File: config.mk
export PLATFORM = sky130hd
export DESIGN_NAME = writeback_stage
export DESIGN_NICKNAME = d
export VERILOG_FILES = /design/src/verilog/cpu_pkg.sv /design/src/verilog/writeback_stage.sv
export VERILOG_INCLUDE_DIRS = /design/src /design/src/include
export SDC_FILE = /design/constraint.sdc
export NUM_CORES = 1
export LEC_CHECK = 0
export BUFFER_PORTS_ARGS = -buffer_cell sky130_fd_sc_hd__buf_4
export CAP_MARGIN = 10
export CELL_PAD_IN_SITES_DETAIL_PLACEMENT = 1
export CELL_PAD_IN_SITES_GLOBAL_PLACEMENT = 1
export CORE_MARGIN = 2
export CORE_UTILIZATION = 45
export CTS_BUF_LIST = sky130_fd_sc_hd__clkbuf_16
export CTS_CLUSTER_SIZE = 20
export DETAILED_ROUTE_END_ITERATION = 8
export PLACE_DENSITY = 0.8
export SLEW_MARGIN = 20
export SYNTH_ARGS = -nofsm -noshare
export SYNTH_HDL_FRONTEND = slang
export SYNTH_SLANG_ARGS = --single-unit
File: constraint.sdc
create_clock -name clk -period 5.1 [get_ports clk]
set_clock_uncertainty 0.1 [all_clocks]
set_input_delay 0.51 -clock clk [delete_from_list [all_inputs] [get_ports clk]]
set_output_delay 0.51 -clock clk [all_outputs]
set_load 0.005 [all_outputs]
File: src/include/cpu_settings.svh
`ifndef CPU_SETTINGS_SVH
`define CPU_SETTINGS_SVH

// Architectural register file
`define NUM_REGS 32

// Direct-mapped, one word per line
`define DCACHE_LINES 16

// Backing RAM size in words, addresses wrap at 1 KiB
`define DMEM_WORDS 256

// Cycles from miss seen to line valid, at least 2
`define REFILL_LATENCY 3

`endif

File: src/verilog/cpu_pkg.sv
`default_nettype none

package cpu_pkg;

    typedef logic [31:0] u32_t;

    typedef enum logic [1:0] {
        BYTE,
        HALF_WORD,
        WORD
    } byte_type_t;

    typedef enum logic [1:0] {
        MEM_NONE,
        MEM_LOAD,
        MEM_STORE
    } mem_op_t;

    typedef enum logic [1:0] {
        EXC_NONE,
        EXC_LOAD_MISALIGN,
        EXC_STORE_MISALIGN
    } excp_cause_t;

    typedef struct packed {
        logic        valid;
        excp_cause_t cause;
        u32_t        addr;    // Faulting address
    } excp_pass_t;

    typedef struct packed {
        logic       is_flush;    // Bubble
        u32_t       pc;
        logic [4:0] rd;
        logic       is_wr_rd;
        logic       is_mem;      // Aligned load
        byte_type_t byte_type;
        logic [1:0] byte_en;     // Address bits [1:0]
        logic       is_signed;
        u32_t       ex_out;
    } memory1_memory2_pass_t;

    typedef struct packed {
        logic       is_flush;
        u32_t       pc;
        logic [4:0] rd;
        logic       is_wr_rd;
        u32_t       ex_mem_out;
    } memory2_writeback_pass_t;

    typedef struct packed {
        logic       valid;
        logic [4:0] idx;
        u32_t       data;
    } forward_req_t;

endpackage

`default_nettype wire

File: src/verilog/writeback_stage.sv
`timescale 1ns/100ps
`default_nettype none

`include "cpu_settings.svh"

module writeback_stage (
    input  logic                             clk,
    input  logic                             rst_n,
    input  cpu_pkg::memory2_writeback_pass_t pass_in,
    input  cpu_pkg::excp_pass_t              excp_pass_in,
    output logic                             wb_valid,
    output cpu_pkg::u32_t                    wb_pc,
    output logic [4:0]                       wb_rd,
    output cpu_pkg::u32_t                    wb_data,
    output logic                             excp_valid,
    output cpu_pkg::excp_cause_t             excp_cause,
    output cpu_pkg::u32_t                    excp_addr,
    input  logic [4:0]                       rf_raddr,
    output cpu_pkg::u32_t                    rf_rdata
);
    import cpu_pkg::*;

    memory2_writeback_pass_t pass_r;
    excp_pass_t              excp_r;
    u32_t                    regs [`NUM_REGS];

    always_ff @(posedge clk) begin
        if (!rst_n) begin
            pass_r.is_flush <= 1'b1;
            excp_r.valid    <= 1'b0;
        end else begin
            pass_r <= pass_in;
            excp_r <= excp_pass_in;
        end
    end

    // Written together with the stage register so rf matches wb_*
    always_ff @(posedge clk) begin
        if (rst_n && !pass_in.is_flush && pass_in.is_wr_rd && pass_in.rd != 5'd0) begin
            regs[pass_in.rd] <= pass_in.ex_mem_out;
        end
    end

    assign rf_rdata = (rf_raddr == 5'd0) ? '0 : regs[rf_raddr];

    assign wb_valid   = ~pass_r.is_flush;
    assign wb_pc      = pass_r.pc;
    assign wb_rd      = pass_r.rd;
    assign wb_data    = pass_r.ex_mem_out;
    assign excp_valid = excp_r.valid;
    assign excp_cause = excp_r.cause;
    assign excp_addr  = excp_r.addr;

endmodule

`default_nettype wire

==> metrics.md <==
| Metric | Value |
|---|---|
| Core footprint | 95000 um2 |
| Fin crit share | 0.824 |
| M1 GR Usage | 0.323 |
| Hold Vio Cnt, Final | 0 |
| Vias | 23100 |
| IO buf count | 249 |
| Setup TNS | 0 ns |
| Max Cap Viol | 0 |
| Largest net degree at the start of global routing | 68 |
| First DRT Iteration DRCs | 2877 |
| GR peak layer | met2 |
| Worst slew margin | 0.265 |
| Placer Congestion | 0.801 |
| Worst Setup End Kind | primary output |
| Area growth, synth to finish | 17.9% |
| Die footprint | 98500 um2 |
| Post-DR vias/cell | 6.09 |
| H-tree Lvls | 3 |
| Row count | 113 |
| CTS tree | yes |
| Leakage | 17.2 nW |
| Global route overflow | 0 |
| Critical path peak fanout | 35 |
| Fillcell total | 8474 |
| Fin. max-slew vios | 0 |
| CTS clk-pin slew, worst paths | 0.07 ns |
| Worst hold slack | 0.123 ns |
| Least-Margin Pin Slew | 1.10 ns |
| Synth Instances | 2082 |
| Hold EP | wb_rd[1] |
| Placed wire-length estimate | 72300 um |
| Crit path launch type | input pin |
| First-pass GRT wire length | 179000 um |
| Setup WS post-layout | 0.897 ns |
| Io pins | 250 |
| Wire per inst | 32.8 um |
| HP Start | rst_n |
| Final min period | 4.20 ns |
| Initial Utilization | 0.455 |
| Hold WC Path Type | in2reg |
| Multi-input gate area | 8530 um2 |
| Seq/Total Area, Yosys | 0.784 |
| Unrepaired setup endpoints after global routing | false |
| Initial antenna violation count | 5 |
| Data required, critical path | 4.49 ns |
| Clk buf depth | 3 |
| Diodes inserted | 0 |
| Status | complete, no violations |
| Avg Inst Size Synth | 20.7 um2 |
| Sequential Area | 33900 um2 |
| DP Area | 46500 um2 |
| Register bit total from synthesis | 1129 |
| Mapped Area | 43200 um2 |
| Kind of critical path | in2out |
| Final setup fails | 0 |
| Die width | 314 um |
| Final WL | 125000 um |
| Met3 Resource Use GR | 0.0507 |
| CTS sink cnt | 1129 |
| Post-Layout Inst Area | 50900 um2 |
| PD cells | 389 nW/um2 |
| Hold-critical path depth | 1 |
| Total GRT Usage | 0.253 |
| CP arrival | 3.59 ns |
| Die height | 314 um |
| Count of cell types in the netlist | 31 |
| Peak supply drop | 296 uV |
| Fmax | 238 MHz |
| DRC | 0 |
| Ys Warns | 0 |
| Post-CTS setup buffers | 0 |
| Final Net Count | 2553 |
| Post-place setup slack | 0.981 ns |
| Met2 GRT Util | 0.423 |
| Post-route ant nets | 0 |
| Power, Total | 0.0198 W |
| DRT Pass-1 Iters | 5 |
| Clock Root Buffer | clkbuf_16 |
| CTS Buf Count | 110 |
| Number of global-route vias before repair | 24700 |
| Layout cells sized above 1 | 0.275 |
[what timing repair did]
item | CTS | global route
hold buffers | 73 | 0
resized for setup | 0 | 0
hold endpoints to repair | 73 | 0
[critical path, stage by stage]
cell and delay, ns:
buf_4 0.56, or3b_2 0.92, o221ai_1 0.37, a21oi_1 0.07
a211oi_1 0.72, buf_4 0.23, buf_4 0.11
[through the flow]
| step | util | cells |
|---|---|---|
| 2_1_floorplan | - | 2113 |
| 3_3_place_gp | 0.490 | 3520 |
| 3_5_place_dp | 0.490 | 3520 |
| 4_1_cts | 0.536 | 3800 |
| 5_1_grt | 0.536 | 3800 |
| 6_report | 0.536 | 3800 |
[Yosys cell counts (all sizes together)]
cell	n	area [um2]
and2	2	12.5
mux2i	256	2560
clkbuf	62	236
mux2	32	360
o221ai	64	561
nor2	35	131
a21oi	32	160
buf	124	923
a211oi	32	240
inv	3	11.3
or3	2	12.5
edfxtp	1127	33800
or3b	5	43.8
and3	1	6.26
nand3	1	5.00
nand4	33	206
nand2	66	248
nor2b	4	25.0
conb	1	3.75
a22oi	32	240
nand3b	6	45.0
dfxtp	2	40.0
mux4	128	2950
a221oi	32	330
[logic make-up (layout without fill, tap and decap cells)]
kind of cell	Yosys count	count (layout)	share of synthesized area
flops	1129	1129	0.784
mux	416	416	0.136
compound gates	192	192	0.0355
buf+inv	189	611	0.0271
simple gates	155	155	0.0170
other cells	1	32	0.0000868
[power breakdown]
part,internal (W),switching (W)
logic,0.000469,0.000678
clock network,0.00462,0.00365
registers,0.0103,0.0000463
total,0.0154,0.00437
[final cells by class]
class,instances,area share
multi-input cells,795,0.167
well taps,1265,0.0311
clock inverters,97,0.0178
clock buffers,110,0.0541
repair buffers,401,0.0640
flip-flops and latches,1129,0.665
inverters,3,0.000221
[routing by layer]
layer  part of all wire  up-vias
met5           0.000096        -
met4              0.043        2
met3              0.087      334
met2               0.50     1468
met1               0.37    12100
li1                   -     9254
[registers in the layout (all words and copies together), names as in the netlist]
register	cells
wb_data	32
wb_pc	32
excp_valid	1
regs	1024
wb_rd	5
excp_addr	32
pass_r	1
excp_cause	2
[worst max path at each step]
stage | endpoint | cells after the start | startpoint
after floorplan | regs[13][0] | 4 | pass_in[70]
after global placement | rf_rdata[13] | 7 | rf_raddr[1]
after detailed placement | rf_rdata[13] | 7 | rf_raddr[1]
after CTS | rf_rdata[13] | 8 | rf_raddr[2]
after global routing | rf_rdata[13] | 8 | rf_raddr[2]
final | rf_rdata[13] | 7 | rf_raddr[1]
[cells in the final DEF (no fill, tap or decap), types with 4 or more instances in the layout]
master and n:
a21oi_1 32, mux4_1 18, buf_12 4, buf_4 322, clkinv_1 20, edfxtp_1 1127, a22oi_1 32, bufinv_16 13
clkinv_2 34, clkbuf_16 110, a221oi_2 8, mux2i_1 256, nand2_1 66, inv_1 14, a211oi_1 32, or3b_2 5
mux4_2 110, conb_1 32, o221ai_1 64, nand3b_1 6, a221oi_1 24, clkinvlp_4 5, clkinv_4 5, mux2_2 32
nand4_1 33, dlygate4sd3_1 73, nor2_4 32
No activity file was read; power rests on OpenSTA's default activity.
