===== src/include/cpu_settings.svh =====
`ifndef CPU_SETTINGS_SVH
`define CPU_SETTINGS_SVH

// Architectural register file
`define NUM_REGS 32

// Direct-mapped, one word per line
`define DCACHE_LINES 16

// Backing RAM size in words, addresses wrap at 1 KiB
`define DMEM_WORDS 256

// Cycles from miss seen to line valid, at least 2
`define REFILL_LATENCY 3

`endif


===== src/verilog/cpu_pkg.sv =====
`default_nettype none

package cpu_pkg;

    typedef logic [31:0] u32_t;

    typedef enum logic [1:0] {
        BYTE,
        HALF_WORD,
        WORD
    } byte_type_t;

    typedef enum logic [1:0] {
        MEM_NONE,
        MEM_LOAD,
        MEM_STORE
    } mem_op_t;

    typedef enum logic [1:0] {
        EXC_NONE,
        EXC_LOAD_MISALIGN,
        EXC_STORE_MISALIGN
    } excp_cause_t;

    typedef struct packed {
        logic        valid;
        excp_cause_t cause;
        u32_t        addr;    // Faulting address
    } excp_pass_t;

    typedef struct packed {
        logic       is_flush;    // Bubble
        u32_t       pc;
        logic [4:0] rd;
        logic       is_wr_rd;
        logic       is_mem;      // Aligned load
        byte_type_t byte_type;
        logic [1:0] byte_en;     // Address bits [1:0]
        logic       is_signed;
        u32_t       ex_out;
    } memory1_memory2_pass_t;

    typedef struct packed {
        logic       is_flush;
        u32_t       pc;
        logic [4:0] rd;
        logic       is_wr_rd;
        u32_t       ex_mem_out;
    } memory2_writeback_pass_t;

    typedef struct packed {
        logic       valid;
        logic [4:0] idx;
        u32_t       data;
    } forward_req_t;

endpackage

`default_nettype wire


===== src/verilog/memory2_stage.sv =====
`timescale 1ns/100ps
`default_nettype none

module memory2_stage (
    input  logic                             clk,
    input  logic                             rst_n,
    input  logic                             dcache_ready,
    input  cpu_pkg::u32_t                    rd_dcache_data,
    input  logic                             is_stall,
    input  logic                             is_flush,
    input  cpu_pkg::memory1_memory2_pass_t   pass_in,
    input  cpu_pkg::excp_pass_t              excp_pass_in,
    output cpu_pkg::forward_req_t            fwd_req,
    output logic                             dcache_stall,
    output cpu_pkg::memory2_writeback_pass_t pass_out,
    output cpu_pkg::excp_pass_t              excp_pass_out
);
    import cpu_pkg::*;

    memory1_memory2_pass_t pass_in_r;
    excp_pass_t            excp_pass_in_r;

    logic        mem2_flush;
    logic [7:0]  mem_byte;
    logic [15:0] mem_half_word;
    u32_t        mem_out;
    u32_t        ex_mem_out;

    always_ff @(posedge clk) begin
        if (!rst_n || is_flush) begin
            pass_in_r.is_flush   <= 1'b1;
            excp_pass_in_r.valid <= 1'b0;
        end else if (!is_stall) begin
            pass_in_r      <= pass_in;
            excp_pass_in_r <= excp_pass_in;
        end
    end

    assign mem2_flush = is_flush | pass_in_r.is_flush;

    always_comb begin
        case (pass_in_r.byte_en)
            2'b00:   mem_byte = rd_dcache_data[7:0];
            2'b01:   mem_byte = rd_dcache_data[15:8];
            2'b10:   mem_byte = rd_dcache_data[23:16];
            default: mem_byte = rd_dcache_data[31:24];
        endcase
    end

    assign mem_half_word = pass_in_r.byte_en[1] ? rd_dcache_data[31:16] : rd_dcache_data[15:0];

    always_comb begin
        case (pass_in_r.byte_type)
            BYTE:      mem_out = {{24{pass_in_r.is_signed & mem_byte[7]}}, mem_byte};
            HALF_WORD: mem_out = {{16{pass_in_r.is_signed & mem_half_word[15]}}, mem_half_word};
            default:   mem_out = rd_dcache_data;
        endcase
    end

    assign ex_mem_out = pass_in_r.is_mem ? mem_out : pass_in_r.ex_out;

    assign dcache_stall = ~dcache_ready & pass_in_r.is_mem & ~mem2_flush;

    // Bubble to writeback while waiting on the cache
    assign pass_out.is_flush   = mem2_flush | dcache_stall;
    assign pass_out.pc         = pass_in_r.pc;
    assign pass_out.rd         = pass_in_r.rd;
    assign pass_out.is_wr_rd   = pass_in_r.is_wr_rd;
    assign pass_out.ex_mem_out = ex_mem_out;

    assign fwd_req.valid = ~pass_out.is_flush & pass_in_r.is_wr_rd;
    assign fwd_req.idx   = pass_in_r.rd;
    assign fwd_req.data  = ex_mem_out;

    assign excp_pass_out.valid = excp_pass_in_r.valid & ~pass_out.is_flush;
    assign excp_pass_out.cause = excp_pass_in_r.cause;
    assign excp_pass_out.addr  = excp_pass_in_r.addr;

endmodule

`default_nettype wire


===== config.mk =====
export PLATFORM = sky130hd
export DESIGN_NAME = memory2_stage
export DESIGN_NICKNAME = d
export VERILOG_FILES = /design/src/include/cpu_settings.svh /design/src/verilog/cpu_pkg.sv /design/src/verilog/memory2_stage.sv
export SDC_FILE = /design/constraint.sdc
export NUM_CORES = 1
export LEC_CHECK = 0
export ABC_AREA = 0
export BUFFER_PORTS_ARGS = -buffer_cell sky130_fd_sc_hd__buf_2
export CORE_ASPECT_RATIO = 1.1
export CORE_MARGIN = 5
export CORE_UTILIZATION = 44
export CTS_CLUSTER_SIZE = 24
export DETAILED_ROUTE_END_ITERATION = 6
export PLACE_DENSITY_LB_ADDON = 0.25
export SYNTH_ARGS = -nofsm -noshare
export SYNTH_HDL_FRONTEND = slang
export SYNTH_SLANG_ARGS = --single-unit

===== constraint.sdc =====
create_clock -name clk -period 7.7 [get_ports clk]
set_input_delay 0.385 -clock clk [delete_from_list [all_inputs] [get_ports clk]]
set_output_delay 0.385 -clock clk [all_outputs]
set_load 0.05 [all_outputs]

==> flow_summary.json, run 1 <==
{
  "power_density_nw_per_um2": 236,
  "maxSlewHeadroom": 0.273,
  "gp_congestion": 0.947,
  "cts_tree": "built",
  "ys_warn_count": 0,
  "core.rowCount": 41,
  "post_drt_wl_per_cell_um": 18.0,
  "placed_cells": 713,
  "numCtsBuffers": 9,
  "slew_violations": 0,
  "r2r_setup_slack_ps": 6990,
  "holdBufCountCts": 0,
  "synthFlopType": "edfxtp_1",
  "critPathCaptureType": "output port",
  "rsz0062_at_grt": "false",
  "syn_area_um2": 5130,
  "tightest_slew_ps": 1090,
  "reg2reg_from": "pass_in_r[76]",
  "skew_ps": 0,
  "grt_pass1_wl_mm": 19.2,
  "synth_fp_nets": 541,
  "internal_power_mw": 1.00,
  "crit_path_max_fanout": 34,
  "drtIter0Drc": 239,
  "areaGrowthSynthToFinish_pct": 20.8,
  "endpoint": "pass_out[24]",
  "fp.dieH_um": 123,
  "pwr-share-seq": 0.487,
  "power_frac_clock": 0.298,
  "clockRootBuffer": "clkbuf_16",
  "finalCritPeriodShare": 0.426,
  "cts_num_sinks": 112,
  "synth_seq_cells": 112,
  "first_global_vias": 3638,
  "worstPathArrival_ps": 2900,
  "grt.total_usage": 0.183,
  "status": "completed",
  "syn_area_per_cell_um2": 13.1,
  "async_reset_ff_frac": 0,
  "p_leak_nw": 2.65,
  "sw_frac_of_total": 0.315,
  "nNetsFinal": 723,
  "yosysUniqueCellTypes": 31,
  "firstDrtPassIters": 4,
  "setup_viol": 0,
  "antenna_cells": 0,
  "start_util": 0.448,
  "cts_buffer_depth": 2,
  "final_common_cell": "buf_2",
  "rr_worst_depth": 1,
  "postRouteAntennaNets": 0,
  "synth_cells": 392,
  "timing.fmax_ghz": 0.305,
  "grt_max_degree": 86,
  "startpoint": "pass_in_r[36]",
  "cap_violations": 0,
  "r2r-end": "pass_in_r[76]",
  "overflow": 0,
  "most-common-layout-cells": "buf_2, edfxtp_1, nor2_1",
  "vias_per_cell": 4.84,
  "fin_crit_ps": 3280,
  "vias": 3525,
  "drcViolationCount": 0,
  "cts_setup_buffers": 0,
  "port_buffers": 293,
  "cts_max_level": 3,
  "p_sw_mw": 0.460,
  "fillers": 989,
  "drive_above_1_share": 0.549,
  "cts_resized": 0,
  "synth_edf_count": 110,
  "fin_setup_tns_ps": 0,
  "critPathLaunchType": "flop",
  "wl_mm": 13.1,
  "core-area_um2": 11400,
  "clk_pin_slew_ps": 80,
  "yosysSeqAreaShare": 0.652,
  "die-area_um2": 13900,
  "worstPathRequired_ps": 7320,
  "clk-insertion-delay-late_ps": 340,
  "io_pins": 294,
  "antenna_found_initial": 2,
  "p_comb_frac": 0.215,
  "hold_path_class": "in -> reg",
  "fp.dieW_um": 113,
  "hold_viol_final": 0,
  "dp_hpwl_mm": 10.4,
  "ir_drop_v": 0.000120,
  "finalNonFillerCells": 729,
  "worst-setup-path-type": "reg -> out"
}
[cell families (layout without fill, tap and decap cells)]
| family | Yosys count | in the layout | share of synthesized area |
|---|---|---|---|
| flip-flops | 112 | 112 | 0.652 |
| multiplexers | 9 | 9 | 0.0190 |
| buffers and inverters | 127 | 314 | 0.176 |
| AND/OR/NAND/NOR | 80 | 80 | 0.0730 |
| AO/OA/AOI/OAI | 64 | 64 | 0.0798 |
[sequential cells by signal (all words and copies together), names as in the netlist]
signal,count
fwd_req,5
pass_out,33
excp_pass_in_r,1
excp_pass_out,34
pass_in_r,39
[power by group through the flow]
| stage | combinational, mW | sequential (mW) | clock [mW] |
|---|---|---|---|
| 2_1_floorplan | 0.265 | 0.724 | 0 |
| 3_3_place_gp | 0.314 | 0.725 | 0 |
| 3_5_place_dp | 0.315 | 0.726 | 0 |
| 4_1_cts | 0.316 | 0.712 | 0.447 |
| 5_1_grt | 0.329 | 0.715 | 0.480 |
| 6_report | 0.313 | 0.712 | 0.436 |
[how the worst min path moves through the flow]
stage	from	endpoint	slack, ps	cells after the start
final	pass_in[60]	pass_out[54]	210	1
after CTS	pass_in[10]	pass_in_r[10]	200	1
after floorplan	excp_pass_in_r[34]	excp_pass_in_r[34]	450	2
after detailed placement	pass_in_r[76]	pass_in_r[76]	490	1
after global placement	excp_pass_in_r[34]	excp_pass_in_r[34]	470	2
after global routing	pass_in[38]	pass_out[32]	190	1
[critical path: stages (launching register included)]
cell	delay (ps)
edfxtp_1	1070
nor2_1	140
o211a_1	220
a211oi_4	640
a21oi_1	210
buf_2	270
[metrics by stage]
stage	utilization	hold slack [ps]	worst slack, ps	total power, mW	area (um^2)
5_1_grt	0.541	188	4140	1.52	6190
3_3_place_gp	0.517	472	4840	1.04	5910
6_report	0.541	213	4420	1.46	6190
4_1_cts	0.541	202	4400	1.47	6190
3_5_place_dp	0.517	495	4780	1.04	5910
2_1_floorplan	-	455	1990	0.989	5130
[synth_stat cells, types with 2 or more instances]
cell / count / area share
and2_1: 9 / 0.011
nor3b_1: 7 / 0.010
nor2b_1: 3 / 0.0037
nand2b_1: 3 / 0.0037
nand2_1: 19 / 0.014
buf_4: 110 / 0.16
buf_2: 5 / 0.0049
a221oi_1: 9 / 0.015
o21ai_0: 9 / 0.0088
nor2_1: 35 / 0.026
a21oi_1: 27 / 0.026
edfxtp_1: 110 / 0.64
mux2i_1: 3 / 0.0059
a22oi_1: 6 / 0.0088
clkbuf_1: 8 / 0.0059
inv_1: 3 / 0.0022
a31oi_1: 6 / 0.0073
dfxtp_1: 2 / 0.0078
mux2_2: 5 / 0.011
nor3_1: 2 / 0.0020
[metal layers]
layer  share of wire  wire, um  GRT usage  vias to the layer above
li1                -         -          -                     1648
met2            0.50      6580      0.318                      234
met3            0.14      1790     0.0871                       21
met1            0.34      4460      0.193                     1618
met4           0.021       273     0.0684                        4
met5          0.0018        23          0                        -
[layout make-up]
class	count	area, um^2	share of cell area
repair buffers	295	1480	0.239
clock buffers	10	229	0.0370
well taps	150	188	0.0303
clock inverters	6	51.3	0.00828
inverters	3	11.3	0.00182
multi-input cells	153	888	0.143
flip-flops and latches	112	3340	0.540
Power figures use the tool's default switching activity.
==> inputs of run 2 (changes only) <==
CORE_UTILIZATION = 40   (was 44)
clock period = 2.8 ns   (was 7.7 ns; I/O delays follow)
==> run 2 against run 1 <==
Compared with the run above:
- critical path depth unchanged
- final area increased by 19%
- first-iteration DRC count increased by 23%
- combinational power increased to 3.2 times the previous value
- highest routed layer is now met4
==> flow_summary.json, run 2 (synthesis gave the netlist of run 1 again) <==
{
  "clockRootBuffer": "clkbuf_16",
  "reg2reg_from": "pass_in_r[76]",
  "hold_viol_final": 0,
  "overflow": 0,
  "cts_tree": "built",
  "cp_slowest_cell": "nand2b_1",
  "skew_ps": 0,
  "clk_pin_slew_ps": 80,
  "critPathCaptureType": "output port",
  "placed_cell_area_um2": 5940,
  "fin_area_um2": 7340,
  "fin_setup_tns_ps": 0,
  "firstDrtPassIters": 5,
  "wl_met3_mm": 1.56,
  "status": "completed",
  "worstPathArrival_ps": 2430,
  "max_stage_delay_ps": 510,
  "rsz0062_at_grt": "false",
  "largest_reg_flops": 39,
  "postRouteAntennaNets": 0,
  "drive_above_1_share": 0.463,
  "holdBufCountCts": 110,
  "first_global_vias": 4243,
  "nNetsFinal": 835,
  "core-area_um2": 12600,
  "path_cells": "nand2b_1 > nor3b_1 > o21ai_0 > a31oi_1 > buf_2",
  "dp_hpwl_mm": 10.4,
  "critPathLaunchType": "flop",
  "rr_worst_depth": 1,
  "die-area_um2": 15200,
  "cts_max_level": 3,
  "cts_num_sinks": 112,
  "grt.total_usage": 0.186,
  "timing.fmax_ghz": 0.389,
  "hold_start": "excp_pass_in[34]",
  "wl_met2_mm": 7.38,
  "worstPathRequired_ps": 2660,
  "dr.max_layer_used": "met4",
  "grt_max_degree": 64,
  "power_density_nw_per_um2": 580,
  "slew_violations": 0,
  "core.rowCount": 43,
  "areaGrowthSynthToFinish_pct": 43.2,
  "post_drt_wl_per_cell_um": 17.2,
  "wl_mm": 14.6,
  "vias_per_cell": 4.72,
  "p_leak_nw": 3.12,
  "r2r_setup_slack_ps": 2090,
  "antenna_cells": 0,
  "start_util": 0.407,
  "largest-register": "pass_in_r",
  "clk-insertion-delay-late_ps": 340,
  "dp_slack_ps": 612,
  "ir_drop_v": 0.000304,
  "hold_path_class": "in -> reg",
  "fp.dieW_um": 118,
  "met1_length_mm": 5.35,
  "fin_crit_ps": 2570,
  "cap_violations": 0,
  "r2r-end": "pass_in_r[76]",
  "io_pins": 294,
  "final_common_cell": "buf_2",
  "cts_setup_buffers": 0,
  "cp_num_buf_inv": 1,
  "drtIter0Drc": 294,
  "most-common-layout-cells": "buf_2, edfxtp_1, dlygate4sd3_1",
  "maxSlewHeadroom": 0.477,
  "finalCritPeriodShare": 0.917,
  "numCtsBuffers": 9,
  "tightest_slew_ps": 785,
  "cts_buffer_depth": 2,
  "fp.dieH_um": 129,
  "port_buffers": 293,
  "hold_path_depth": 3,
  "drcViolationCount": 0,
  "vias": 4006,
  "crit_path_max_fanout": 19,
  "min_to": "excp_pass_in_r[34]",
  "cts_resized": 0,
  "antenna_found_initial": 0,
  "gp_congestion": 0.889,
  "worst-setup-path-type": "reg -> out",
  "power_mw": 4.26,
  "worst_slack_ps": 232,
  "grt_pass1_wl_mm": 22.5,
  "cpLargestDelayFamily": "simple AND/OR/NAND/NOR gates",
  "setup_viol": 0
}
[run 2: cell types whose count changed in the layout (fill, tap and decap cells not counted), sizes merged]
| cell | before | now |
|---|---|---|
| buf | 295 | 297 |
| clkinv | 4 | 1 |
| bufinv | 0 | 1 |
| dlygate4sd3 | 0 | 110 |
| clkinvlp | 0 | 1 |
| inv | 5 | 6 |
[run 2: layer usage]
metal,vias to the layer above,track usage
li1,1875,-
met1,1835,0.208
met2,272,0.323
met3,24,0.0782
met4,0,0.0661
met5,-,0
[run 2: where the power goes]
group / total [mW] / internal (mW) / switching (mW)
clock: 1.30 / 0.709 / 0.595
sequential: 1.95 / 1.93 / 0.0266
combinational: 0.998 / 0.307 / 0.691
total: 4.26 / 2.94 / 1.31
[run 2: cell type report]
type | count | area, um^2
fillers | 1024 | 5250
flip-flops and latches | 112 | 3340
repair buffers | 407 | 2600
multi-input cells | 153 | 888
clock buffers | 10 | 229
well taps | 157 | 196
clock inverters | 6 | 75.1
inverters | 3 | 11.3
[run 2: per-stage QoR]
stage	util	hold WS, ps	cells
global route	0.583	43.6	848
global placement	0.471	316	722
CTS	0.583	47.8	848
finish	0.583	53.2	848
detailed placement	0.471	318	722
floorplan	-	239	392
[run 2: worst max-delay path by stage]
stage                       start          end  slack [ps]  depth (start not counted)
CTS                 pass_in_r[35]   fwd_req[0]         220                          5
detailed placement  pass_in_r[35]   fwd_req[0]         610                          5
finish              pass_in_r[35]   fwd_req[0]         230                          5
floorplan           pass_in_r[35]  pass_out[0]         290                          7
global route        pass_in_r[35]  pass_out[0]          80                          5
global placement    pass_in_r[35]   fwd_req[1]         660                          5
==> inputs of run 3 (changes only) <==
RECOVER_POWER = 100   (was not set)
==> run 3 against run 2 <==
Compared with the run above:
- power down 0.47%
- routed wire length down 0.27%
- sequential power hardly changed
- highest routed layer unchanged
- largest power group unchanged
- critical path depth unchanged
- clock power about the same
- die area unchanged
- sequential cell count unchanged
- final cell count unchanged
- largest cell class unchanged
- core utilization shrank 1.0 points
- via count increased by 0.67%
- sequential share of layout area is 0.80 points higher
- register-to-register slack hardly changed
- the flow now finishes with violations (max-capacitance violations, max-slew violations)
==> flow_summary.json, run 3 (synthesis gave the netlist of run 1 again) <==
{
  "status": "finished with violations",
  "violations": "max-capacitance violations, max-slew violations",
  "reg2reg_from": "pass_in_r[76]",
  "vias": 4033,
  "p_leak_nw": 2.88,
  "core-area_um2": 12600,
  "setup_viol": 0,
  "finalNonFillerCells": 848,
  "maxSlewHeadroom": -0.0152,
  "most-common-layout-cells": "buf_2, edfxtp_1, dlygate4sd3_1",
  "final_common_cell": "buf_2",
  "core.rowCount": 43,
  "cts_setup_buffers": 0,
  "postRouteAntennaNets": 0,
  "rr_worst_depth": 1,
  "cts_num_sinks": 112,
  "antenna_found_initial": 0,
  "worst-setup-path-type": "reg -> out",
  "r2r-end": "pass_in_r[76]",
  "critPathCaptureType": "output port",
  "wl_mm": 14.6,
  "start_util": 0.407,
  "r2r_setup_slack_ps": 2080,
  "critPathLaunchType": "flop",
  "largest_reg_flops": 39,
  "fp.dieH_um": 129,
  "cap_violations": 1,
  "antenna_cells": 0,
  "first_global_vias": 4243,
  "areaGrowthSynthToFinish_pct": 40.7,
  "skew_ps": 0,
  "clockRootBuffer": "clkbuf_16",
  "timing.fmax_ghz": 0.380,
  "cts_tree": "built",
  "power_mw": 4.24,
  "hold_path_depth": 3,
  "io_pins": 294,
  "power_density_nw_per_um2": 587,
  "drive_above_1_share": 0.330,
  "rsz0062_at_grt": "false",
  "cts_buffer_depth": 2,
  "port_buffers": 293,
  "dp_hpwl_mm": 10.4,
  "gp_congestion": 0.889,
  "clk_pin_slew_ps": 80,
  "fp.dieW_um": 118,
  "hold_start": "excp_pass_in[34]",
  "min_to": "excp_pass_in_r[34]",
  "grt.total_usage": 0.186,
  "overflow": 0,
  "slew_violations": 64,
  "die-area_um2": 15200,
  "numCtsBuffers": 9,
  "grt_max_degree": 64,
  "post_drt_wl_per_cell_um": 17.2,
  "holdBufCountCts": 110,
  "cts_max_level": 3,
  "clk-insertion-delay-late_ps": 340,
  "fin_setup_tns_ps": 0,
  "cts_resized": 0,
  "crit_path_max_fanout": 9,
  "largest-register": "pass_in_r",
  "hold_viol_final": 0,
  "worstPathRequired_ps": 2660,
  "nNetsFinal": 835,
  "drcViolationCount": 0,
  "ir_drop_v": 0.000303,
  "finalCritPeriodShare": 0.940,
  "firstDrtPassIters": 5,
  "fin_crit_ps": 2630,
  "hold_path_class": "in -> reg",
  "worstPathArrival_ps": 2490,
  "grt_pass1_wl_mm": 22.5,
  "vias_per_cell": 4.76,
  "tightest_slew_ps": 1520,
  "placed_cells": 722,
  "drtIter0Drc": 327
}
-- run 3: layout make-up --
| class | count | area [um^2] |
|---|---|---|
| fillers | 1083 | 5380 |
| flip-flops and latches | 112 | 3340 |
| repair buffers | 407 | 2480 |
| multi-input cells | 153 | 881 |
| clock buffers | 10 | 229 |
| well taps | 157 | 196 |
| clock inverters | 6 | 75.1 |
| inverters | 3 | 11.3 |
-- run 3: power breakdown --
part | switching (mW) | total (mW) | internal (mW)
Sequential | 0.0277 | 1.96 | 1.93
Clock | 0.590 | 1.30 | 0.709
Combinational | 0.693 | 0.980 | 0.287
Total | 1.31 | 4.24 | 2.93
-- run 3: per-layer routing --
layer  track usage  vias to the layer above  part of all wire
li1              -                     1874                 -
met1         0.208                     1867              0.35
met2         0.323                      268              0.51
met3        0.0782                       24              0.11
met4        0.0661                        0             0.021
met5             0                        -                 0
-- run 3: worst max-delay path: stages, from the launching register on --
cell and delay [ps]:
edfxtp_1 480, nor2b_2 360, and2_0 490, a221oi_1 170, a21oi_1 310, clkbuf_2 340
-- run 3: how the worst max path moves through the flow --
stage	slack, ps	depth (start not counted)	start	to
floorplan	290	7	pass_in_r[35]	pass_out[0]
global placement	660	5	pass_in_r[35]	fwd_req[1]
detailed placement	610	5	pass_in_r[35]	fwd_req[0]
CTS	220	5	pass_in_r[35]	fwd_req[0]
global route	40	5	pass_in_r[34]	pass_out[13]
finish	170	5	pass_in_r[34]	pass_out[10]
-- run 3: through the flow --
stage                     cell area [um^2]  hold slack (ps)  setup slack, ps   util
after global placement                5940              316              656  0.471
after detailed placement              5940              318              612  0.471
final                                 7210             57.8              169  0.573
after CTS                             7340             47.8              221  0.583
after floorplan                       5130              239              292      -
after global routing                  7210             43.6             44.0  0.573
