==> src/include/cpu_settings.svh <==
`ifndef CPU_SETTINGS_SVH
`define CPU_SETTINGS_SVH

// Architectural register file
`define NUM_REGS 32

// Direct-mapped, one word per line
`define DCACHE_LINES 16

// Backing RAM size in words, addresses wrap at 1 KiB
`define DMEM_WORDS 256

// Cycles from miss seen to line valid, at least 2
`define REFILL_LATENCY 3

`endif

==> src/verilog/cpu_pkg.sv <==
`default_nettype none

package cpu_pkg;

    typedef logic [31:0] u32_t;

    typedef enum logic [1:0] {
        BYTE,
        HALF_WORD,
        WORD
    } byte_type_t;

    typedef enum logic [1:0] {
        MEM_NONE,
        MEM_LOAD,
        MEM_STORE
    } mem_op_t;

    typedef enum logic [1:0] {
        EXC_NONE,
        EXC_LOAD_MISALIGN,
        EXC_STORE_MISALIGN
    } excp_cause_t;

    typedef struct packed {
        logic        valid;
        excp_cause_t cause;
        u32_t        addr;    // Faulting address
    } excp_pass_t;

    typedef struct packed {
        logic       is_flush;    // Bubble
        u32_t       pc;
        logic [4:0] rd;
        logic       is_wr_rd;
        logic       is_mem;      // Aligned load
        byte_type_t byte_type;
        logic [1:0] byte_en;     // Address bits [1:0]
        logic       is_signed;
        u32_t       ex_out;
    } memory1_memory2_pass_t;

    typedef struct packed {
        logic       is_flush;
        u32_t       pc;
        logic [4:0] rd;
        logic       is_wr_rd;
        u32_t       ex_mem_out;
    } memory2_writeback_pass_t;

    typedef struct packed {
        logic       valid;
        logic [4:0] idx;
        u32_t       data;
    } forward_req_t;

endpackage

`default_nettype wire

==> src/verilog/dcache_if.sv <==
`timescale 1ns/100ps
`default_nettype none

interface dcache_if;
    import cpu_pkg::*;

    logic       req;
    logic       we;
    u32_t       addr;
    u32_t       wdata;
    logic [3:0] wstrb;
    logic       ready;    // Access in memory2 is done
    u32_t       rdata;

    modport requester (
        output req, we, addr, wdata, wstrb
    );

    modport responder (
        input ready, rdata
    );

    modport cache (
        input  req, we, addr, wdata, wstrb,
        output ready, rdata
    );

endinterface

`default_nettype wire

==> src/verilog/memory1_stage.sv <==
`timescale 1ns/100ps
`default_nettype none

module memory1_stage (
    input  logic                           clk,
    input  logic                           rst_n,
    input  logic                           in_valid,
    output logic                           in_ready,
    input  cpu_pkg::u32_t                  in_pc,
    input  cpu_pkg::u32_t                  in_ex_out,
    input  cpu_pkg::u32_t                  in_store_data,
    input  logic [4:0]                     in_rd,
    input  logic                           in_is_wr_rd,
    input  cpu_pkg::mem_op_t               in_op,
    input  cpu_pkg::byte_type_t            in_byte_type,
    input  logic                           in_is_signed,
    input  logic                           is_stall,
    input  logic                           is_flush,
    dcache_if.requester                    dc,
    output cpu_pkg::memory1_memory2_pass_t pass_out,
    output cpu_pkg::excp_pass_t            excp_pass_out
);
    import cpu_pkg::*;

    logic       valid_r;
    u32_t       pc_r;
    u32_t       ex_out_r;
    u32_t       store_data_r;
    logic [4:0] rd_r;
    logic       is_wr_rd_r;
    mem_op_t    op_r;
    byte_type_t byte_type_r;
    logic       is_signed_r;

    logic misalign;
    logic is_mem_op;
    logic is_bad;

    assign in_ready = ~is_stall;

    always_ff @(posedge clk) begin
        if (!rst_n || is_flush) begin
            valid_r <= 1'b0;
        end else if (!is_stall) begin
            valid_r <= in_valid;
        end
    end

    always_ff @(posedge clk) begin
        if (!is_stall) begin
            pc_r         <= in_pc;
            ex_out_r     <= in_ex_out;
            store_data_r <= in_store_data;
            rd_r         <= in_rd;
            is_wr_rd_r   <= in_is_wr_rd;
            op_r         <= in_op;
            byte_type_r  <= in_byte_type;
            is_signed_r  <= in_is_signed;
        end
    end

    always_comb begin
        case (byte_type_r)
            HALF_WORD: misalign = ex_out_r[0];
            WORD:      misalign = |ex_out_r[1:0];
            default:   misalign = 1'b0;
        endcase
    end

    assign is_mem_op = valid_r & (op_r != MEM_NONE);
    assign is_bad    = is_mem_op & misalign;

    // Store data replicated so every lane holds it, wstrb picks the lanes
    always_comb begin
        case (byte_type_r)
            BYTE: begin
                dc.wstrb = 4'b0001 << ex_out_r[1:0];
                dc.wdata = {4{store_data_r[7:0]}};
            end
            HALF_WORD: begin
                dc.wstrb = ex_out_r[1] ? 4'b1100 : 4'b0011;
                dc.wdata = {2{store_data_r[15:0]}};
            end
            default: begin
                dc.wstrb = 4'b1111;
                dc.wdata = store_data_r;
            end
        endcase
    end

    assign dc.req  = is_mem_op & ~misalign;
    assign dc.we   = (op_r == MEM_STORE);
    assign dc.addr = ex_out_r;

    assign pass_out.is_flush  = ~valid_r;
    assign pass_out.pc        = pc_r;
    assign pass_out.rd        = rd_r;
    assign pass_out.is_wr_rd  = is_wr_rd_r & ~is_bad;
    assign pass_out.is_mem    = (op_r == MEM_LOAD) & ~misalign;
    assign pass_out.byte_type = byte_type_r;
    assign pass_out.byte_en   = ex_out_r[1:0];
    assign pass_out.is_signed = is_signed_r;
    assign pass_out.ex_out    = ex_out_r;

    assign excp_pass_out.valid = is_bad;
    assign excp_pass_out.cause = !is_bad ? EXC_NONE :
                                 (op_r == MEM_STORE) ? EXC_STORE_MISALIGN : EXC_LOAD_MISALIGN;
    assign excp_pass_out.addr  = ex_out_r;

endmodule

`default_nettype wire

==> src/flat_wrapper.sv <==
// flat-port wrapper written by rule: the top's interface ports become plain ports
module memory1_stage_flat import cpu_pkg::*;
  (clk, rst_n, in_valid, in_ready, in_pc, in_ex_out, in_store_data, in_rd, in_is_wr_rd, in_op, in_byte_type, in_is_signed, is_stall, is_flush, pass_out, excp_pass_out, dc_req, dc_we, dc_addr, dc_wdata, dc_wstrb);
  dcache_if dc_i ();
  input  logic clk;
  input  logic rst_n;
  input  logic in_valid;
  output logic in_ready;
  input  cpu_pkg::u32_t in_pc;
  input  cpu_pkg::u32_t in_ex_out;
  input  cpu_pkg::u32_t in_store_data;
  input  logic [4:0] in_rd;
  input  logic in_is_wr_rd;
  input  cpu_pkg::mem_op_t in_op;
  input  cpu_pkg::byte_type_t in_byte_type;
  input  logic in_is_signed;
  input  logic is_stall;
  input  logic is_flush;
  output cpu_pkg::memory1_memory2_pass_t pass_out;
  output cpu_pkg::excp_pass_t excp_pass_out;
  output wire logic [$bits(dc_i.req)-1:0] dc_req;
  output wire logic [$bits(dc_i.we)-1:0] dc_we;
  output wire logic [$bits(dc_i.addr)-1:0] dc_addr;
  output wire logic [$bits(dc_i.wdata)-1:0] dc_wdata;
  output wire logic [$bits(dc_i.wstrb)-1:0] dc_wstrb;
  assign dc_req = dc_i.req;
  assign dc_we = dc_i.we;
  assign dc_addr = dc_i.addr;
  assign dc_wdata = dc_i.wdata;
  assign dc_wstrb = dc_i.wstrb;
  memory1_stage u_core (.clk(clk), .rst_n(rst_n), .in_valid(in_valid), .in_ready(in_ready), .in_pc(in_pc), .in_ex_out(in_ex_out), .in_store_data(in_store_data), .in_rd(in_rd), .in_is_wr_rd(in_is_wr_rd), .in_op(in_op), .in_byte_type(in_byte_type), .in_is_signed(in_is_signed), .is_stall(is_stall), .is_flush(is_flush), .dc(dc_i), .pass_out(pass_out), .excp_pass_out(excp_pass_out));
endmodule
==> config.mk <==
export PLATFORM = sky130hd
export DESIGN_NAME = memory1_stage_flat
export DESIGN_NICKNAME = d
export VERILOG_FILES = /design/src/include/cpu_settings.svh /design/src/verilog/cpu_pkg.sv /design/src/verilog/dcache_if.sv /design/src/verilog/memory1_stage.sv /design/src/flat_wrapper.sv
export SDC_FILE = /design/constraint.sdc
export NUM_CORES = 1
export LEC_CHECK = 0
export ABC_AREA = 1
export BUFFER_PORTS_ARGS = -buffer_cell sky130_fd_sc_hd__buf_2
export CAP_MARGIN = 10
export CORE_AREA = 2 2 114 116
export DETAILED_ROUTE_END_ITERATION = 8
export DIE_AREA = 0 0 116 118
export PLACE_DENSITY_LB_ADDON = 0.05
export SYNTH_ARGS = -nofsm -noshare
export SYNTH_HDL_FRONTEND = slang
export SYNTH_SLANG_ARGS = --single-unit
==> constraint.sdc <==
create_clock -name clk -period 3.5 [get_ports clk]
set_input_delay 0.7 -clock clk [delete_from_list [all_inputs] [get_ports clk]]
set_output_delay 0.7 -clock clk [all_outputs]
set_load 0.1 [all_outputs]
==> results.md, run 1 <==
- Area Overhead vs Synth: 36.46%
- Gate power share: 41.7%
- CTS hold repair buffers: 0
- TritonCTS clock tree: built
- Worst Path Required: 2800 ps
- DP HPWL: 8113 um
- Critical Path End Type: primary output
- Max IR drop VDD: 0.3357 mV
- Pwr per Cell Area: roughly 720 nW/um2
- IO buf count: 294
- Worst hold stages: 2
- Sw power: 2.004 mW
- ANT nets after route: 0
- Setup bufs post-CTS: 0
- GP Congestion: 0.7342
- Worst Hold Class: reg2reg
- Io pins: slightly below 300
- Total CTS buffers: 9
- Sequential area share after synthesis: 74.06%
- Endpoints failing setup: 0
- Post-synthesis cell type count: 16
- Mapped Cells: between 300 and 400
- CP arrival: 2200 ps
- Xor-xnor portion of the synthesized cell area: 0%
- Overflow after GRT: 0
- Initial antenna violation count: 3
- Worst reg2reg path depth: 2
- Post-Synth Simple-Gate Area: 6.162%
- Multiplexer share of the synthesized area: 0%
- Final wirelength: roughly 11000 um
- Cts repair resizes: 0
- Power Internal: 2.266 mW
- Pre-antenna DRT Iters: 4
- Worst skew pair latency: 340 ps
- Row count: 41
- H-tree Lvls: 3
- Sequential power share: a little under two fifths
- Avg Synthesized Cell Area: around 14 um2
- WHS: 514.2 ps
- Dpl cells: 700
- Crit path kind: reg2out
- Total global-route track usage: between 10% and 20%
- Sink Count: about 110
- Largest net degree at the start of global routing: 48
- Main combinational cell family by area after synthesis: buffers and inverters
- Startpoint types: flip-flop
- Clk pwr share: a little over a fifth
- Hold Fails Final Rpt: 0
- Net Sw Frac: 46.93%
- Root Driver: clkbuf_16
- RSZ-0062 raised after global routing: no
- Vias: 2927
- Avg WL per Cell: 14.73 um
- Max-cap violations: 0
- Worst relative slew slack: 58.53%
- F_max: 344.3 MHz
- Layout net count: 654
- First-pass GRT wire length: 15580 um
- Compound-Gate Fraction of Synth Area: 2.637%
- Status: finished clean
- Slew of the pin with the lowest slew margin: 622.0 ps
- Synthesized area: 4365 um2
- Final Critical Period: roughly 2900 ps
- Mapped Nets: 425
- Chip height: ~120 um
- Initial Util: 35.16%
- Finished Layout Cells: 715
- Synthesized flop and latch total: around 110
- Via density: 4.094
- Core footprint: 12410 um2
- Vias in the first global route: 2837
- Synth Area in Adders: 0.8598%
- 1st-iter DRT viols: 95
- Share of cells above drive strength 1: 59.96%
- Worst Skew: 0 ps
- Die Width: 116 um
- FILL cells: 1191
- Clock tree buffer depth: 2
- Number of remaining DRC errors: 0
- Tcrit/Tclk final: 82.98%
- Clock-pin slew on the worst setup and hold paths: 70 ps
- Critical path peak fanout: 12
- Slew Limit Fails: 0
- Synth Warn #: 0
- Leak Pwr: 2.790 nW
- Die area: between 10000 and 15000 um2
routing by layer:
metal,GRT usage (%),wire [um],vias up
met5,0,27,-
met4,7.292,223,4
met3,7.158,1176,22
met2,26.21,5431,150
met1,16.66,3673,1331
li1,-,-,1420
synthesized netlist by cell type (all sizes together):
cell | instances | area (um2)
and2 | 1 | 6.260
ha | 3 | 37.54
dfxtp | 1 | 20.02
buf | 79 | 594.3
nand3 | 1 | 10.01
inv | 31 | 116.4
nand2 | 54 | 202.7
a211oi | 1 | 7.510
nor2 | 12 | 50.05
o21ai | 20 | 107.6
edfxtp | 107 | 3213
path summary, 6_finish.rpt:
path,startpoint,to,slack (ps)
worst max-delay path,u_core.byte_type_r[1],excp_pass_out[32],600
worst min-delay path,u_core.valid_r,u_core.valid_r,510
worst max register to register,u_core.valid_r,u_core.valid_r,2860
worst min register to register,u_core.valid_r,u_core.valid_r,510
layout by cell type (no fill, tap or decap), types with 2 or more instances in the layout:
cell          n
nor2_2        5
buf_4         3
o21ai_0      13
clkinvlp_4    3
o21ai_2       5
inv_2         2
clkbuf_16     9
edfxtp_1    107
buf_2       282
buf_12       12
nand2_1      54
inv_1        27
ha_1          2
nor2_1        7
o21ai_1       2
area by class of cell:
class	count	area (um2)	area share, %
antenna	1	2.502	0.04201
multi-input combinational	92	452.9	7.603
inverter	31	122.6	2.058
clock inverter	4	27.53	0.4621
tap	172	215.2	3.613
sequential	108	3233	54.27
timing repair buffer	297	1674	28.10
clock buffer	10	229.0	3.844
logic make-up after synthesis:
group,Yosys count
buffers and inverters,110
flip-flops,108
adder cells (fa/ha/maj),3
AND/OR/NAND/NOR,68
AO/OA/AOI/OAI,21
metrics by stage:
step	worst slack [ps]	cell area [um2]	power [mW]	setup TNS, ps	util (%)
detailed placement	918.3	5698	3.400	0	45.90
floorplan	-327.9	4409	3.153	-2787	-
global placement	947.2	5698	3.394	0	45.90
finish	595.8	5957	4.270	0	47.98
global route	387.7	5954	4.418	0	47.96
CTS	536.7	5954	4.322	0	47.96
worst max-delay path, stage by stage, from the launching register on:
cell,delay (ps)
edfxtp_1,420
inv_4,90
ha_1,470
nand2_1,100
nand2_1,110
nand3_2,120
nor2_1,120
buf_2,430
power groups by stage:
stage	clock (mW)	combinational [mW]	sequential, mW
2_1_floorplan	0	1.06	2.09
3_3_place_gp	0	1.79	1.60
3_5_place_dp	0	1.79	1.61
4_1_cts	0.949	1.79	1.58
5_1_grt	0.998	1.83	1.59
6_report	0.912	1.78	1.58
sequential cells by signal, indices dropped and copies added (netlist names):
signal	cells
u_core.is_signed_r	1
u_core.rd_r	5
u_core.byte_type_r	2
u_core.op_r	2
u_core.valid_r	1
u_core.dc.addr	32
u_core.is_wr_rd_r	1
u_core.pc_r	32
u_core.store_data_r	32
Power figures use the tool's default switching activity.
==> run 2, diff against run 1 <==
--- a/config.mk
+++ b/config.mk
@@ -8,9 +8,9 @@
 export ABC_AREA = 1
 export BUFFER_PORTS_ARGS = -buffer_cell sky130_fd_sc_hd__buf_2
 export CAP_MARGIN = 10
-export CORE_AREA = 2 2 114 116
+export CORE_AREA = 2 2 115 117
 export DETAILED_ROUTE_END_ITERATION = 8
-export DIE_AREA = 0 0 116 118
+export DIE_AREA = 0 0 117 119
 export PLACE_DENSITY_LB_ADDON = 0.05
 export SYNTH_ARGS = -nofsm -noshare
 export SYNTH_HDL_FRONTEND = slang
==> constraint.sdc (replaced) <==
create_clock -name clk -period 2.9 [get_ports clk]
set_input_delay 0.58 -clock clk [delete_from_list [all_inputs] [get_ports clk]]
set_output_delay 0.58 -clock clk [all_outputs]
set_load 0.1 [all_outputs]
==> run 2 against run 1 <==
  * Sequential share of layout area decreased by 2.7 points
  * Wire length shrank 3.9%
  * First-iteration DRC count is 6.3% higher
  * Clock skew did not move
  * Setup slack lost 310 ps
  * Critical path depth grew 1
  * Final area increased by 5.3%
  * Combinational power rose by 25%
  * Die area up 1.7%
  * Count of clock-buffer cells in the layout up 3
  * Largest cell class unchanged
==> results.md, run 2 (synthesis results as in run 1) <==
- Status: finished clean
- Vias: 2929 (+0.068%)
- Worst Path Required: 2320 ps (-480 ps)
- Clock tree buffer depth: 2 (unchanged)
- Share of cells above drive strength 1: 63.05% (+3.1 points)
- CP startpoint: u_core.byte_type_r[1]
- Max IR drop VDD: 0.4290 mV (+28%)
- Number of remaining DRC errors: 0 (unchanged)
- WHS: 402.9 ps (-111.3 ps)
- CTS hold repair buffers: 0 (unchanged)
- Most frequent cells in the layout: buf_2, edfxtp_1, nand2_1
- TritonCTS clock tree: built
- Pwr per Cell Area: 852.8 nW/um2 (+19%)
- Worst path depth: 8 (+1)
- Setup_tns: 0 ps (unchanged)
- Final Critical Period: around 2600 ps
- Sink Count: 108 (unchanged)
- CP arrival: 2040 ps (-160 ps)
- Worst Hold Class: in2reg
- Buffers & Inverters on Critical Path: 3 (+1)
- H-tree Lvls: 3 (unchanged)
- Via density: 4.068 (-0.63%)
- Worst skew pair latency: 340 ps (about the same)
- Pre-antenna DRT Iters: 4 (unchanged)
- Finished Layout Cells: 720 (+0.70%)
- Dpl cells: 704 (+0.57%)
- Critical Path End Type: primary output
- First-pass GRT wire length: 14780 um (-5.1%)
- Startpoint types: flip-flop
- Root Driver: clkbuf_16
- Slew Limit Fails: 0 (unchanged)
- Hold Fails Final Rpt: 0 (unchanged)
- Final wirelength: 10120 um (-3.9%)
- Tcrit/Tclk final: 90.31%
- Die Width: 117 um (+0.86%)
- Layout net count: 654 (unchanged)
- Endpoints failing setup: 0 (unchanged)
- Total global-route track usage: 14.65% (-1.0 points)
- Avg WL per Cell: 14.06 um (-4.6%)
- Hold Crit Start: in_ex_out[11]
- IO buf count: 294 (unchanged)
- CP cell instances: inv_4 > ha_1 > nand2_1 > nand2_1 > nand3_2 > nand2_2 > clkinvlp_4 > buf_2
- Largest net degree at the start of global routing: 108 (+130%)
- Most frequent cell on the critical path: nand2_1
- Core footprint: 12870 um2 (+3.7%)
- Leak Pwr: 2.869 nW (+2.8%)
- DP HPWL: 7700 um (-5.1%)
- Die area: 13920 um2 (+1.7%)
- Chip height: 119 um (+0.85%)
- Vias in the first global route: 2786 (-1.8%)
- Final Util: 48.71% (+0.72 points)
- Setup slack, reg-to-reg: 2240 ps (-620 ps)
- RSZ-0062 raised after global routing: no
- CP max stage cell: edfxtp_1
- Max-cap violations: 0 (unchanged)
- Initial Util: 33.91% (-1.3 points)
- CP max stage delay: 430 ps (-40 ps)
- Clock-pin slew on the worst setup and hold paths: 70 ps (about the same)
- Post-Place Worst Slack: 510.7 ps (-407.7 ps)
- F_max: 381.8 MHz
- Slew of the pin with the lowest slew margin: 578.7 ps (-43.32 ps)
- Area Overhead vs Synth: 43.65%
- Critical path peak fanout: 8 (-4)
- Worst relative slew slack: 61.42% (+2.9 points)
- Worst Skew: 0 ps (unchanged)
- Io pins: 295 (unchanged)
- Crit path kind: reg2out
- Reg2reg end: u_core.valid_r
- ANT nets after route: 0 (unchanged)
- Overflow after GRT: 0 (unchanged)
- Final setup margin: 280.9 ps (-314.9 ps)
- Launching point of the worst reg2reg path: u_core.valid_r
- Most common cell after layout, fill and taps aside: buf_2
- Row count: 42 (+2.4%)
- 1st-iter DRT viols: 101 (+6.3%)
- Delay-heaviest family, CP: simple AND/OR/NAND/NOR gates
- GP Congestion: 0.7232 (-1.5%)
- Worst reg2reg path depth: 2 (unchanged)
- Worst Setup EP: pass_out[38]
- Antenna cell count: 0 (-1)
- Total CTS buffers: 9 (unchanged)
- Initial antenna violation count: 1 (-2)
## run 2: cell count changes in the layout (fill, tap and decap cells not counted), moves of 2 or more
cell      change
o21ai_4       +2
buf_2        -13
buf_12       +14
nor2_4        +3
nand2_1      -17
o21ai_2       -3
nor2_2        -3
nand2_2      +17
clkbuf_1      +3
## run 2: layout make-up
type                            count  area [um2]
Inverter                           31       126.4
Clock buffer                       13       240.2
Tap cell                          176       220.2
Multi-Input combinational cell     92       523.0
Fill cell                        1174        6604
Sequential cell                   108        3233
Timing Repair Buffer              297        1882
Clock inverter                      3       46.29
## run 2: what timing repair did
| action | in CTS | in global routing |
|---|---|---|
| gates resized for setup | 0 | 1 |
| setup buffers | 0 | 0 |
| endpoints found under the setup margin | 0 | 1 |
## run 2: where the power goes
group	total (mW)	switching (mW)	internal, mW
logic	2.23	1.86	0.375
clock network	1.21	0.532	0.675
registers	1.91	0.0540	1.85
total	5.35	2.44	2.90
## run 2: routing by layer
metal / vias to the layer above / part of all wire (%) / GRT usage (%)
li1: 1418 / - / -
met5: - / 0.16 / 0
met2: 156 / 49 / 23.37
met3: 14 / 11 / 6.361
met4: 2 / 1.9 / 7.059
met1: 1339 / 37 / 16.72
## run 2: worst min path at each step
| stage | to | slack, ps | cells after the start |
|---|---|---|---|
| after global routing | u_core.pc_r[6] | 390 | 1 |
| after detailed placement | u_core.valid_r | 500 | 2 |
| after global placement | u_core.valid_r | 510 | 2 |
| after floorplan | u_core.valid_r | 680 | 1 |
| final | u_core.dc.addr[11] | 400 | 1 |
| after CTS | u_core.pc_r[12] | 380 | 1 |
## run 2: stage by stage
step / power (mW) / area, um2
after detailed placement: 4.189 / 5979
after CTS: 5.413 / 6266
after floorplan: 3.827 / 4478
after global placement: 4.186 / 5979
final: 5.348 / 6271
after global routing: 5.525 / 6271
==> run 3, diff against run 2 <==
--- a/config.mk
+++ b/config.mk
@@ -8,9 +8,8 @@
 export ABC_AREA = 1
 export BUFFER_PORTS_ARGS = -buffer_cell sky130_fd_sc_hd__buf_2
 export CAP_MARGIN = 10
-export CORE_AREA = 2 2 115 117
+export CORE_UTILIZATION = 25
 export DETAILED_ROUTE_END_ITERATION = 8
-export DIE_AREA = 0 0 117 119
 export PLACE_DENSITY_LB_ADDON = 0.05
 export SYNTH_ARGS = -nofsm -noshare
 export SYNTH_HDL_FRONTEND = slang
==> run 3 against run 2 <==
  * Final area rose by 1.8%
  * Count of clock-buffer cells in the layout decreased by 4
  * Clock power is 16% higher
  * Power up 3.7%
  * Critical endpoint is now dc_wstrb[1]
==> results.md, run 3 (synthesis results as in run 1) <==
- Worst reg2reg path depth: 2 (unchanged)
- Total global-route track usage: 12.00% (-2.6 points)
- Initial antenna violation count: 0 (-1)
- Vias: 2884 (-1.5%)
- Pre-antenna DRT Iters: 4 (unchanged)
- Chip height: 134.1 um (+13%)
- Final wirelength: 10910 um (+7.7%)
- CTS hold repair buffers: 0 (unchanged)
- Via density: 3.765 (-7.4%)
- Sink Count: 108 (unchanged)
- GP Congestion: 0.7014 (-3.0%)
- Critical path peak fanout: 9 (+1)
- Power, Total: 5.547 mW (+3.7%)
- H-tree Lvls: 3 (unchanged)
- Most common cell after layout, fill and taps aside: buf_2
- Layout net count: 655 (+0.15%)
- Overflow after GRT: 0 (unchanged)
- Vias in the first global route: 2848 (+2.2%)
- Worst skew pair latency: 340 ps (about the same)
- DP HPWL: 8477 um (+10%)
- RSZ-0062 raised after global routing: no
- Critical Path End Type: primary output
- 1st-iter DRT viols: 106 (+5.0%)
- Setup bufs post-CTS: 0 (unchanged)
- FILL cells: 1675 (+43%)
- Share of cells above drive strength 1: 63.85% (+0.80 points)
- Initial Util: 25.96% (-8.0 points)
- IO buf count: 294 (unchanged)
- F_max: 380.5 MHz (-0.34%)
- Number of remaining DRC errors: 0 (unchanged)
- Final Util: 37.97% (-11 points)
- Startpoint types: flip-flop
- First-pass GRT wire length: 15810 um (+7.0%)
- WHS: 402.9 ps (+0.007000 ps)
- Clock tree buffer depth: 2 (unchanged)
- Avg WL per Cell: 14.24 um (+1.3%)
- Final setup margin: 272.0 ps (-8.892 ps)
- Launching point of the worst reg2reg path: u_core.valid_r
- Die area: 17990 um2 (+29%)
- Worst relative slew slack: 44.02% (-17 points)
- Total CTS buffers: 9 (unchanged)
- Largest net degree at the start of global routing: 66 (-39%)
- Row count: 47 (+12%)
- Max-cap violations: 0 (unchanged)
- Hold Fails Final Rpt: 0 (unchanged)
- Max IR drop VDD: 0.3647 mV (-15%)
- Root Driver: clkbuf_16
- Worst Path Required: 2320 ps (about the same)
- Area Overhead vs Synth: 46.29%
- Pwr per Cell Area: 868.5 nW/um2 (+1.8%)
- Clock-pin slew on the worst setup and hold paths: 70 ps (about the same)
- CP startpoint: u_core.byte_type_r[1]
- Worst Setup EP: dc_wstrb[1]
- Worst Hold Class: in2reg
- Final Critical Period: 2628 ps (+8.892 ps)
- Post-Place Worst Slack: 353.9 ps (-156.8 ps)
- Setup slack, reg-to-reg: 2230 ps (about the same)
- Crit path kind: reg2out
- Dpl cells: 749 (+6.4%)
- Reg2reg end: u_core.valid_r
- Worst hold stages: 1 (unchanged)
- Leak Pwr: 2.908 nW (+1.4%)
- Status: finished clean
- Io pins: 295 (unchanged)
- Core footprint: 16820 um2 (+31%)
- Most frequent cells in the layout: buf_2, edfxtp_1, nand2_1
- Slew Limit Fails: 0 (unchanged)
- ANT nets after route: 0 (unchanged)
- Cts repair resizes: 0 (unchanged)
- TritonCTS clock tree: built
- Finished Layout Cells: 766 (+6.4%)
- Tcrit/Tclk final: 90.62% (+0.31 points)
- Endpoints failing setup: 0 (unchanged)
- Slew of the pin with the lowest slew margin: 839.7 ps (+261.0 ps)
- Worst Skew: 0 ps (unchanged)
- CP arrival: 2050 ps (about the same)
- Die Width: 134.1 um (+15%)
## run 3: final cells by class
cell class	instances	area (um2)	share of cell area, %
flip-flops and latches	108	3233	50.63
repair buffers	298	1892	29.62
clock buffers	9	225.2	3.527
clock inverters	7	113.9	1.783
inverters	31	126.4	1.979
well taps	220	275.3	4.310
multi-input cells	92	518.0	8.111
diodes	1	2.502	0.03918
## run 3: how the worst min path moves through the flow
| stage | start | to | slack [ps] |
|---|---|---|---|
| global route | in_pc[0] | u_core.pc_r[0] | 380 |
| global placement | u_core.valid_r | u_core.valid_r | 490 |
| CTS | in_op[1] | u_core.op_r[1] | 380 |
| floorplan | is_stall | u_core.valid_r | 680 |
| finish | in_store_data[21] | u_core.store_data_r[21] | 400 |
| detailed placement | u_core.valid_r | u_core.valid_r | 510 |
## run 3: per-layer routing
metal  GRT usage [%]  wire length [um]
met1           13.38              4150
met2           19.69              5395
met3           5.745              1174
met4           4.806               187
met5               0                 0
## run 3: worst max-delay path: stages, from the launching register on
cell and delay [ps]:
edfxtp_1 430, inv_4 60, ha_1 210, nor2_2 370
inv_1 220, o21ai_1 210, buf_12 210
## run 3: power by group
group          leakage (nW)  switching, mW  internal, mW
combinational          1.68           1.86         0.375
sequential             1.06         0.0521          1.85
clock                 0.170          0.560         0.843
## run 3: per-stage QoR
stage                     setup TNS [ps]  cell area [um2]
after floorplan                   -15300             4478
after global placement                 0             6045
after detailed placement               0             6045
after CTS                              0             6384
after global routing                   0             6384
final                                  0             6386
